--- config.mk ---
export PLATFORM = sky130hd
export DESIGN_NAME = spmm_top
export DESIGN_NICKNAME = d
export VERILOG_FILES = /design/src/logic/spmm_cfg_pkg.sv /design/src/logic/spmm_types_pkg.sv /design/src/logic/sync_ram.sv /design/src/logic/spmm_controller.sv /design/src/logic/sparse_pe.sv /design/src/logic/wh_collector.sv /design/src/logic/spmm_top.sv
export SDC_FILE = /design/constraint.sdc
export NUM_CORES = 2
export LEC_CHECK = 0
export BUFFER_PORTS_ARGS = -buffer_cell sky130_fd_sc_hd__buf_2
export CAP_MARGIN = 5
export CORE_ASPECT_RATIO = 1.75
export CORE_UTILIZATION = 63
export DETAILED_ROUTE_END_ITERATION = 8
export GPL_ROUTABILITY_DRIVEN = 1
export PLACE_DENSITY = 0.76
export SLEW_MARGIN = 30
export SYNTH_ARGS = -nofsm -noshare
export SYNTH_HDL_FRONTEND = slang
export SYNTH_SLANG_ARGS = --single-unit
--- constraint.sdc ---
create_clock -name clk -period 4.1 [get_ports clk]
set_input_delay 0.615 -clock clk [delete_from_list [all_inputs] [get_ports clk]]
set_output_delay 0.615 -clock clk [all_outputs]
set_load 0.01 [all_outputs]
--- src/logic/spmm_cfg_pkg.sv ---
`default_nettype none

package spmm_cfg_pkg;

  // Datapath widths
  localparam int DATA_WIDTH    = 8;
  localparam int WH_DATA_WIDTH = 12;

  // H is binary, so a stored entry is only its column index
  localparam int COL_IDX_WIDTH  = 6;
  localparam int ROW_LEN_WIDTH  = 7;
  localparam int NUM_NODE_WIDTH = 5;
  localparam int ROW_IDX_WIDTH  = 5;

  // Default sizes, overridden from the top level
  localparam int DEF_NUM_FEATURE_OUT = 4;
  localparam int DEF_H_DEPTH         = 256;
  localparam int DEF_NODE_DEPTH      = 32;

endpackage

`default_nettype wire

--- src/logic/spmm_types_pkg.sv ---
`default_nettype none

package spmm_types_pkg;

  // One stored nonzero of H
  typedef struct packed {
    logic [spmm_cfg_pkg::COL_IDX_WIDTH-1:0] col_idx;
  } h_entry_t;

  // Per-row descriptor in the node memory
  typedef struct packed {
    logic [spmm_cfg_pkg::ROW_LEN_WIDTH-1:0]  row_len;
    logic [spmm_cfg_pkg::NUM_NODE_WIDTH-1:0] num_node;
    logic                                    src_flag;
  } node_info_t;

  // Rides along with a row until it leaves the collector
  typedef struct packed {
    logic [spmm_cfg_pkg::ROW_IDX_WIDTH-1:0]  row_idx;
    logic [spmm_cfg_pkg::NUM_NODE_WIDTH-1:0] num_node;
    logic                                    src_flag;
  } row_tag_t;

  typedef enum logic [1:0] {
    H_MEM,
    NODE_MEM,
    WGT_MEM
  } load_target_e;

  // Data is wide enough for a node_info_t, the widest word loaded
  typedef struct packed {
    logic                                           valid;
    load_target_e                                   target;
    logic [$clog2(spmm_cfg_pkg::DEF_H_DEPTH)-1:0]   addr;
    logic [3:0]                                     fsel;  // up to 16 PEs
    logic [$bits(node_info_t)-1:0]                  data;
  } load_req_t;

endpackage

`default_nettype wire

--- src/logic/sync_ram.sv ---
`timescale 1ns/1ps
`default_nettype none

module sync_ram #(
  parameter type T     = logic [7:0],
  parameter int  DEPTH = 64
) (
  input  logic                     clk,
  input  logic                     we_i,
  input  logic [$clog2(DEPTH)-1:0] waddr_i,
  input  T                         wdata_i,
  input  logic [$clog2(DEPTH)-1:0] raddr_i,
  output T                         rdata_o
);

  T mem [DEPTH];

  // Write port
  always_ff @(posedge clk) begin
    if (we_i) begin
      mem[waddr_i] <= wdata_i;
    end
  end

  // Read data appears one cycle after the address
  always_ff @(posedge clk) begin
    rdata_o <= mem[raddr_i];
  end

endmodule

`default_nettype wire

--- src/logic/spmm_controller.sv ---
`timescale 1ns/1ps
`default_nettype none

module spmm_controller #(
  parameter int H_DEPTH    = 256,
  parameter int NODE_DEPTH = 32
) (
  input  logic                                      clk,
  input  logic                                      rst_n,
  input  logic                                      start_i,
  input  logic [spmm_cfg_pkg::ROW_IDX_WIDTH:0]      num_rows_i,
  input  logic [spmm_cfg_pkg::ROW_IDX_WIDTH:0]      rows_out_i,
  output logic [$clog2(NODE_DEPTH)-1:0]             node_addr_o,
  input  spmm_types_pkg::node_info_t                node_info_i,
  output logic [$clog2(H_DEPTH)-1:0]                h_addr_o,
  output logic                                      spmm_vld_o,
  output logic                                      pe_vld_o,
  output spmm_types_pkg::node_info_t                node_info_o,
  output spmm_types_pkg::row_tag_t                  tag_o,
  output logic                                      busy_o,
  output logic                                      done_o
);

  localparam int RIW     = spmm_cfg_pkg::ROW_IDX_WIDTH;
  localparam int RLW     = spmm_cfg_pkg::ROW_LEN_WIDTH;
  localparam int NODE_AW = $clog2(NODE_DEPTH);

  typedef enum logic [1:0] {
    ST_IDLE,
    ST_FETCH,
    ST_STREAM
  } state_e;

  state_e                  state_q;
  logic [RIW-1:0]          row_idx_q;
  logic [RIW:0]            num_rows_q;
  logic [RIW:0]            base_q;
  logic [$clog2(H_DEPTH)-1:0] h_ptr_q;
  logic [RLW-1:0]          entry_cnt_q;
  logic                    run_q;
  logic                    last_entry;
  logic                    last_row;

  assign node_addr_o = NODE_AW'(row_idx_q);
  assign h_addr_o    = h_ptr_q;
  assign busy_o      = (state_q != ST_IDLE);

  assign last_entry = (entry_cnt_q == node_info_i.row_len - RLW'(1));
  assign last_row   = (({1'b0, row_idx_q} + 1'b1) == num_rows_q);

  // Collector counter is free running, so compare against its value at start
  assign done_o = run_q && ((rows_out_i - base_q) == num_rows_q);

  always_ff @(posedge clk or negedge rst_n) begin
    if (!rst_n) begin
      state_q     <= ST_IDLE;
      row_idx_q   <= '0;
      num_rows_q  <= '0;
      base_q      <= '0;
      h_ptr_q     <= '0;
      entry_cnt_q <= '0;
      run_q       <= 1'b0;
      spmm_vld_o  <= 1'b0;
      pe_vld_o    <= 1'b0;
    end else begin
      // Strobes are registered to line up with the H read data
      spmm_vld_o <= (state_q == ST_STREAM);
      pe_vld_o   <= (state_q == ST_STREAM) && (entry_cnt_q == '0);
      if (done_o) begin
        run_q <= 1'b0;
      end
      case (state_q)
        ST_IDLE: begin
          if (start_i) begin
            num_rows_q  <= num_rows_i;
            base_q      <= rows_out_i;
            row_idx_q   <= '0;
            h_ptr_q     <= '0;
            entry_cnt_q <= '0;
            run_q       <= 1'b1;
            state_q     <= ST_FETCH;
          end
        end
        // Node info read in flight, also the bubble between rows
        ST_FETCH: begin
          state_q <= ST_STREAM;
        end
        ST_STREAM: begin
          h_ptr_q <= h_ptr_q + 1'b1;
          if (last_entry) begin
            entry_cnt_q <= '0;
            row_idx_q   <= row_idx_q + 1'b1;
            state_q     <= last_row ? ST_IDLE : ST_FETCH;
          end else begin
            entry_cnt_q <= entry_cnt_q + 1'b1;
          end
        end
        default: begin
          state_q <= ST_IDLE;
        end
      endcase
    end
  end

  // Row descriptor and tag follow the entries
  always_ff @(posedge clk) begin
    if (state_q == ST_STREAM) begin
      node_info_o      <= node_info_i;
      tag_o.row_idx    <= row_idx_q;
      tag_o.num_node   <= node_info_i.num_node;
      tag_o.src_flag   <= node_info_i.src_flag;
    end
  end

endmodule

`default_nettype wire

--- src/logic/sparse_pe.sv ---
`timescale 1ns/1ps
`default_nettype none

module sparse_pe (
  input  logic                                             clk,
  input  logic                                             rst_n,
  input  logic                                             spmm_vld_i,
  input  logic                                             pe_vld_i,
  input  spmm_types_pkg::h_entry_t                         entry_i,
  input  spmm_types_pkg::node_info_t                       node_info_i,
  input  spmm_types_pkg::row_tag_t                         tag_i,
  output logic [spmm_cfg_pkg::COL_IDX_WIDTH-1:0]           wgt_addr_o,
  input  logic signed [spmm_cfg_pkg::DATA_WIDTH-1:0]       wgt_dout_i,
  output logic signed [spmm_cfg_pkg::WH_DATA_WIDTH-1:0]    sum_o,
  output spmm_types_pkg::row_tag_t                         tag_o,
  output logic                                             row_done_o
);

  localparam int DW  = spmm_cfg_pkg::DATA_WIDTH;
  localparam int WHW = spmm_cfg_pkg::WH_DATA_WIDTH;
  localparam int RLW = spmm_cfg_pkg::ROW_LEN_WIDTH;

  logic [spmm_cfg_pkg::COL_IDX_WIDTH-1:0] col_idx_q;
  logic                     vld_q1;
  logic                     vld_q2;
  logic                     first_q1;
  logic                     first_q2;
  logic [RLW-1:0]           row_len_q1;
  logic [RLW-1:0]           row_len_q2;
  logic [RLW-1:0]           cnt_q;
  logic [RLW-1:0]           cnt_next;
  logic                     done_q;
  logic signed [WHW-1:0]    wgt_ext;
  logic signed [WHW-1:0]    sum_q;
  spmm_types_pkg::row_tag_t tag_q;
  spmm_types_pkg::row_tag_t tag_d1;
  spmm_types_pkg::row_tag_t tag_d2;

  assign wgt_addr_o = col_idx_q;
  assign sum_o      = sum_q;
  assign tag_o      = tag_d2;

  // H entries are all ones, so the weight word is the product
  assign wgt_ext  = {{(WHW - DW){wgt_dout_i[DW-1]}}, wgt_dout_i};
  assign cnt_next = first_q2 ? RLW'(1) : cnt_q + 1'b1;

  always_ff @(posedge clk or negedge rst_n) begin
    if (!rst_n) begin
      vld_q1     <= 1'b0;
      vld_q2     <= 1'b0;
      first_q1   <= 1'b0;
      first_q2   <= 1'b0;
      cnt_q      <= '0;
      done_q     <= 1'b0;
      row_done_o <= 1'b0;
    end else begin
      vld_q1     <= spmm_vld_i;
      vld_q2     <= vld_q1;
      first_q1   <= pe_vld_i;
      first_q2   <= first_q1;
      if (vld_q2) begin
        cnt_q <= cnt_next;
      end
      done_q     <= vld_q2 && (cnt_next == row_len_q2);
      // Extra stage gives the fixed four cycle row latency
      row_done_o <= done_q;
    end
  end

  // Address and row length, two stages to meet the weight read
  always_ff @(posedge clk) begin
    col_idx_q  <= entry_i.col_idx;
    row_len_q1 <= node_info_i.row_len;
    row_len_q2 <= row_len_q1;
  end

  // Accumulate, wrapping at 12 bits
  always_ff @(posedge clk) begin
    if (vld_q2) begin
      sum_q <= first_q2 ? wgt_ext : sum_q + wgt_ext;
    end
  end

  // Tag stays until the next row starts, then the delay lines it up
  always_ff @(posedge clk) begin
    if (pe_vld_i) begin
      tag_q <= tag_i;
    end
    tag_d1 <= tag_q;
    tag_d2 <= tag_d1;
  end

endmodule

`default_nettype wire

--- src/logic/wh_collector.sv ---
`timescale 1ns/1ps
`default_nettype none

module wh_collector #(
  parameter int NUM_FEATURE_OUT = 4
) (
  input  logic                                          clk,
  input  logic                                          rst_n,
  input  logic                                          row_done_i,
  input  logic signed [spmm_cfg_pkg::WH_DATA_WIDTH-1:0] sums_i [NUM_FEATURE_OUT],
  input  spmm_types_pkg::row_tag_t                      tag_i,
  output logic                                          wh_vld_o,
  output logic signed [spmm_cfg_pkg::WH_DATA_WIDTH-1:0] wh_sum_o [NUM_FEATURE_OUT],
  output spmm_types_pkg::row_tag_t                      wh_tag_o,
  output logic [spmm_cfg_pkg::ROW_IDX_WIDTH:0]          rows_out_o
);

  // Output strobe and emitted row count
  always_ff @(posedge clk or negedge rst_n) begin
    if (!rst_n) begin
      wh_vld_o   <= 1'b0;
      rows_out_o <= '0;
    end else begin
      wh_vld_o <= row_done_i;
      if (row_done_i) begin
        rows_out_o <= rows_out_o + 1'b1;
      end
    end
  end

  // Row payload, held until the next row finishes
  always_ff @(posedge clk) begin
    if (row_done_i) begin
      wh_sum_o <= sums_i;
      wh_tag_o <= tag_i;
    end
  end

endmodule

`default_nettype wire

--- src/logic/spmm_top.sv ---
`timescale 1ns/1ps
`default_nettype none

module spmm_top #(
  parameter int NUM_FEATURE_OUT = spmm_cfg_pkg::DEF_NUM_FEATURE_OUT,
  parameter int H_DEPTH         = spmm_cfg_pkg::DEF_H_DEPTH,
  parameter int NODE_DEPTH      = spmm_cfg_pkg::DEF_NODE_DEPTH
) (
  input  logic                                          clk,
  input  logic                                          rst_n,
  input  spmm_types_pkg::load_req_t                     load_req_i,
  input  logic                                          start_i,
  input  logic [spmm_cfg_pkg::ROW_IDX_WIDTH:0]          num_rows_i,
  output logic                                          busy_o,
  output logic                                          done_o,
  output logic                                          wh_vld_o,
  output logic signed [spmm_cfg_pkg::WH_DATA_WIDTH-1:0] wh_sum_o [NUM_FEATURE_OUT],
  output spmm_types_pkg::row_tag_t                      wh_tag_o
);

  localparam int DW      = spmm_cfg_pkg::DATA_WIDTH;
  localparam int CIW     = spmm_cfg_pkg::COL_IDX_WIDTH;
  localparam int H_AW    = $clog2(H_DEPTH);
  localparam int NODE_AW = $clog2(NODE_DEPTH);
  localparam int W_DEPTH = 2 ** CIW;

  logic                         h_we;
  logic                         node_we;
  logic [H_AW-1:0]              h_addr;
  logic [NODE_AW-1:0]           node_addr;
  spmm_types_pkg::h_entry_t     h_entry;
  spmm_types_pkg::node_info_t   node_rd;
  spmm_types_pkg::node_info_t   pe_info;
  spmm_types_pkg::row_tag_t     ctrl_tag;
  logic                         spmm_vld;
  logic                         pe_vld;
  logic [spmm_cfg_pkg::ROW_IDX_WIDTH:0] rows_out;
  logic [NUM_FEATURE_OUT-1:0]   pe_row_done;
  logic signed [spmm_cfg_pkg::WH_DATA_WIDTH-1:0] pe_sum [NUM_FEATURE_OUT];
  spmm_types_pkg::row_tag_t     pe_tag [NUM_FEATURE_OUT];

  // Load decode
  assign h_we    = load_req_i.valid && (load_req_i.target == spmm_types_pkg::H_MEM);
  assign node_we = load_req_i.valid && (load_req_i.target == spmm_types_pkg::NODE_MEM);

  sync_ram #(.T(spmm_types_pkg::h_entry_t), .DEPTH(H_DEPTH)) u_h_ram (
    .clk     (clk),
    .we_i    (h_we),
    .waddr_i (H_AW'(load_req_i.addr)),
    .wdata_i (spmm_types_pkg::h_entry_t'(load_req_i.data[CIW-1:0])),
    .raddr_i (h_addr),
    .rdata_o (h_entry)
  );

  sync_ram #(.T(spmm_types_pkg::node_info_t), .DEPTH(NODE_DEPTH)) u_node_ram (
    .clk     (clk),
    .we_i    (node_we),
    .waddr_i (NODE_AW'(load_req_i.addr)),
    .wdata_i (spmm_types_pkg::node_info_t'(load_req_i.data)),
    .raddr_i (node_addr),
    .rdata_o (node_rd)
  );

  spmm_controller #(.H_DEPTH(H_DEPTH), .NODE_DEPTH(NODE_DEPTH)) u_ctrl (
    .clk         (clk),
    .rst_n       (rst_n),
    .start_i     (start_i),
    .num_rows_i  (num_rows_i),
    .rows_out_i  (rows_out),
    .node_addr_o (node_addr),
    .node_info_i (node_rd),
    .h_addr_o    (h_addr),
    .spmm_vld_o  (spmm_vld),
    .pe_vld_o    (pe_vld),
    .node_info_o (pe_info),
    .tag_o       (ctrl_tag),
    .busy_o      (busy_o),
    .done_o      (done_o)
  );

  // One weight column and one PE per output feature
  for (genvar f = 0; f < NUM_FEATURE_OUT; f++) begin : g_pe
    logic                 wgt_we;
    logic [CIW-1:0]       wgt_addr;
    logic signed [DW-1:0] wgt_dout;

    assign wgt_we = load_req_i.valid && (load_req_i.target == spmm_types_pkg::WGT_MEM)
                    && (int'(load_req_i.fsel) == f);

    sync_ram #(.T(logic signed [DW-1:0]), .DEPTH(W_DEPTH)) u_wgt_ram (
      .clk     (clk),
      .we_i    (wgt_we),
      .waddr_i (CIW'(load_req_i.addr)),
      .wdata_i (load_req_i.data[DW-1:0]),
      .raddr_i (wgt_addr),
      .rdata_o (wgt_dout)
    );

    sparse_pe u_pe (
      .clk         (clk),
      .rst_n       (rst_n),
      .spmm_vld_i  (spmm_vld),
      .pe_vld_i    (pe_vld),
      .entry_i     (h_entry),
      .node_info_i (pe_info),
      .tag_i       (ctrl_tag),
      .wgt_addr_o  (wgt_addr),
      .wgt_dout_i  (wgt_dout),
      .sum_o       (pe_sum[f]),
      .tag_o       (pe_tag[f]),
      .row_done_o  (pe_row_done[f])
    );
  end

  // PEs run in lockstep; the tag comes from PE 0
  wh_collector #(.NUM_FEATURE_OUT(NUM_FEATURE_OUT)) u_collector (
    .clk        (clk),
    .rst_n      (rst_n),
    .row_done_i (&pe_row_done),
    .sums_i     (pe_sum),
    .tag_i      (pe_tag[0]),
    .wh_vld_o   (wh_vld_o),
    .wh_sum_o   (wh_sum_o),
    .wh_tag_o   (wh_tag_o),
    .rows_out_o (rows_out)
  );

endmodule

`default_nettype wire

==> reports/results.tsv <==
stage	metric	value	unit
timing	setup-tns-final	0	ns
worst_setup_path	crit_fanout	24	
timing	rsz0062_at_grt	false	
worst_setup_path	end_kind	flip-flop	
synthesis	yosys_warnings	0	
power_and_ir_drop	peakVddDrop	0.000537	V
worst_setup_path	cp.required	4.95	ns
worst_setup_path	r2r-start	u_ctrl.h_addr_o[0]$_DFFE_PN0P_	
worst_setup_path	cp_slowest_stage_delay	0.77	ns
worst_setup_path	crit_family	compound AO/OA/AOI/OAI gates	
job	drv_cap	0	
clocking	cts_buffers	362	
synthesis	yosysTopAreaCellShare	73.5	%
finish	nets	9007	
clocking	post_cts_buffers	0	
route	antenna_left	0	
timing	slew_viol_final	0	
grt	grt_pass1_vias	88445	
timing	period_share	96.5	%
synthesis	synth.distinct_cells	79	
die	dieArea	0.270	mm2
grt	track_usage	32.5	%
die	start_util	63.3	%
synthesis	syn_nets	8445	
power_and_ir_drop	p_leak	0.0600	uW
route	drt_iter0_markers	10026	
timing	fin_hold_ws	0.0234	ns
clocking	h-tree-depth	5	
timing	finalHoldViolations	0	
grt	antenna_found_initial	22	
clocking	clk_pin_slew	0.07	ns
clocking	cts.path.max_buffers	4	
route	drc	0	
die	die_w	393	um
finish	area_growth	12.0	%
finish	nFillCells	15384	
synthesis	synth_seq_cells	4313	
die	num_io_pins	99	
synthesis	synthTopCellsByCount	4136 x edfxtp_1, 945 x mux4_2, 661 x nor2_1	
worst_setup_path	crit_buf_inv	1	
clocking	cts-root-buf	clkbuf_16	
worst_setup_path	worstSetupStartpoint	u_ctrl.h_addr_o[0]$_DFFE_PN0P_	
timing	worst_pin_slew	1.10	ns
synthesis	synthTopCellsByArea	edfxtp_1 74%, mux4_2 13%, mux2i_1 2.2%	
route	routed-via-count	86215	
worst_setup_path	critical_path_class	reg -> reg	
synthesis	yosysMostFrequentCell	edfxtp_1	
worst_setup_path	worst_ep_arrival_time	4.81	ns
min_path	hold_start	load_req_i[2]	
timing	period_needed	3.95	ns
min_path	hold_class	in -> reg	
route	routedWlPerCell	34.3	um
placed_design	port_buffers	98	
worst_setup_path	path_cells	buf_4, mux2_2, a221oi_1, o22ai_1, o22ai_1, a211o_1, nor4_1, and3_1	
finish	final_layout_size_suffix_gt1_share	24.7	%
worst_setup_path	crit_top_cell	o22ai_1	
route	avgViaCountPerCell	6.75	
die	die_h	687	um
power_and_ir_drop	power.density	611	mW/mm2
synthesis	postSynthCellCount	8344	
synthesis	ys.flop_type	edfxtp_1	
synthesis	syn_area_per_cell	20.2	um2
route	firstDrtPassIters	6	
grt	grt_max_degree	146	
timing	setup_viol	0	
run_status	status	finished, final reports clean	
synthesis	ys_async_sr_fraction	1.95	%
synthesis	synth_area	0.169	mm2
placed_design	dp_hpwl	279000	um
grt	gr-total-overflow	0	
clocking	cts_tree	yes	
timing	timing.fmax	253	MHz
timing	fin_ws	0.145	ns
worst_setup_path	cp-start-kind	flip-flop	
synthesis	synth-edff-count	4136	
worst_setup_path	crit_slowest_cell	o22ai_1	
clocking	insertion_delay	0.98	ns
route	wirelength	438000	um
clocking	clock_sinks	4313	
placed_design	dp_slack	0.252	ns
timing	skew	0.0833	ns
die	rows	251	
placed_design	gp_congestion	0.950	
timing	slew_headroom	26.7	%
grt	grt_pass1_wl	624000	um
synthesis	synth-seq-area-share	75.9	%
synthesis	yosysTopAreaCell	edfxtp_1	
die	coreArea	0.267	mm2
[what timing repair did]
item / in CTS / in global routing
hold buffers: 7 / 0
resized for setup: 0 / 0
hold endpoints to repair: 63 / 0
[metrics by stage]
stage	util, %	cells	total power (uW)	cell area (um2)
global route	70.8	12752	119000	189000
global placement	66.2	12074	79500	177000
floorplan	-	8344	71300	169000
CTS	70.8	12745	116000	189000
finish	70.9	12764	116000	189000
detailed placement	66.2	12074	80200	177000
[flip-flops by register name (all words and copies together) (netlist names), 5 cells and up]
signal	count
g_pe.u_pe.wgt_addr_o	6
u_ctrl.num_rows_q	6
u_collector.wh_tag_o	11
u_collector.rows_out_o	6
u_h_ram.rdata_o	6
u_ctrl.h_addr_o	8
u_node_ram.rdata_o	13
g_pe.u_wgt_ram.mem	2048
g_pe.u_pe.row_len_q2	7
u_ctrl.tag_o	11
u_ctrl.entry_cnt_q	7
g_pe.u_pe.sum_o	48
u_ctrl.node_addr_o	5
g_pe.u_wgt_ram.rdata_o	32
g_pe.u_pe.tag_q	11
u_h_ram.mem	1536
u_ctrl.base_q	6
g_pe.u_pe.tag_d1	11
g_pe.u_pe.tag_o	11
u_ctrl.node_info_o	7
u_collector.wh_sum_o	48
u_node_ram.mem	416
g_pe.u_pe.cnt_q	28
g_pe.u_pe.row_len_q1	7
[path summary, 6_finish.rpt]
path	end	slack (ns)	depth (start not counted)
min in group asynchronous	g_pe[3].u_pe.cnt_q[3]$_DFFE_PN0P_	0.32	2
worst max-delay path	u_h_ram.rdata_o[3]$_DFF_P_	0.15	8
worst max register to register	u_h_ram.rdata_o[3]$_DFF_P_	0.15	8
worst min register to register	g_pe[1].u_pe.row_len_q2[3]$_DFF_P_	0.33	0
worst min-delay path	u_node_ram.mem[16][2]$_DFFE_PP_	0.02	1
max in group asynchronous	g_pe[0].u_pe.row_done_o$_DFF_PN0_	2.87	3
[worst register-to-register path, stage by stage (launching register included)]
cell	delay (ns)
dfrtp_4	0.72
buf_4	0.53
mux2_2	0.40
a221oi_1	0.54
o22ai_1	0.44
o22ai_1	0.77
a211o_1	0.21
nor4_1	0.07
and3_1	0.20
[logic make-up (layout without fill, tap and decap cells)]
logic type / count (synthesis) / count (layout) / synth area share [%]
AND/OR/NAND/NOR: 1245 / 1245 / 3.19
adder cells (fa/ha/maj): 64 / 64 / 0.496
flip-flops: 4313 / 4313 / 75.9
multiplexers: 1399 / 1399 / 15.5
XOR/XNOR: 102 / 102 / 0.538
AO/OA/AOI/OAI: 698 / 698 / 2.77
other: 0 / 16 / 0
buffers and inverters: 523 / 1385 / 1.64
[area by class of cell]
class	instances	area [um2]	area share [%]
Antenna cell	16	40.0	0.0212
Clock buffer	435	9610	5.08
Clock inverter	229	2670	1.41
Inverter	53	200	0.106
Multi-Input combinational cell	3508	38100	20.2
Sequential cell	4313	128000	67.8
Tap cell	3542	4430	2.34
Timing Repair Buffer	668	5870	3.10
[power by group]
group / total, uW / internal, uW / switching (uW)
registers: 51700 / 49700 / 2050
clock network: 35900 / 20100 / 15900
logic: 27900 / 13300 / 14600
total: 116000 / 83100 / 32500
[cell usage in the layout, fill, tap and decap left out, types with 42 or more instances in the layout]
cell / Yosys / final
dfrtp_1: 84 / 74
mux4_2: 945 / 945
buf_12: 8 / 75
mux2i_1: 379 / 379
nor2_1: 661 / 661
mux2_2: 56 / 56
inv_1: 51 / 51
clkinv_2: 0 / 65
ha_1: 59 / 59
edfxtp_1: 4136 / 4136
buf_2: 96 / 89
xor2_1: 42 / 42
nand2_1: 277 / 275
a21oi_1: 145 / 143
bufinv_16: 0 / 51
nand3_1: 57 / 56
o221ai_1: 140 / 140
dfxtp_1: 93 / 87
clkinv_1: 0 / 57
o21ai_0: 129 / 128
nor3_1: 77 / 74
clkbuf_1: 252 / 51
xnor2_1: 59 / 59
o22ai_1: 99 / 99
buf_4: 11 / 486
clkbuf_16: 0 / 367
[routing by layer]
layer | vias to the layer above | track usage, % | routed length, um
met2 | 5039 | 56.0 | 227000
met4 | 10 | 23.9 | 39300
met3 | 1303 | 5.99 | 35900
li1 | 35325 | - | -
met5 | - | 0 | 57
met1 | 44538 | 36.2 | 136000
Note: power is estimated with default switching activity, not from simulation.
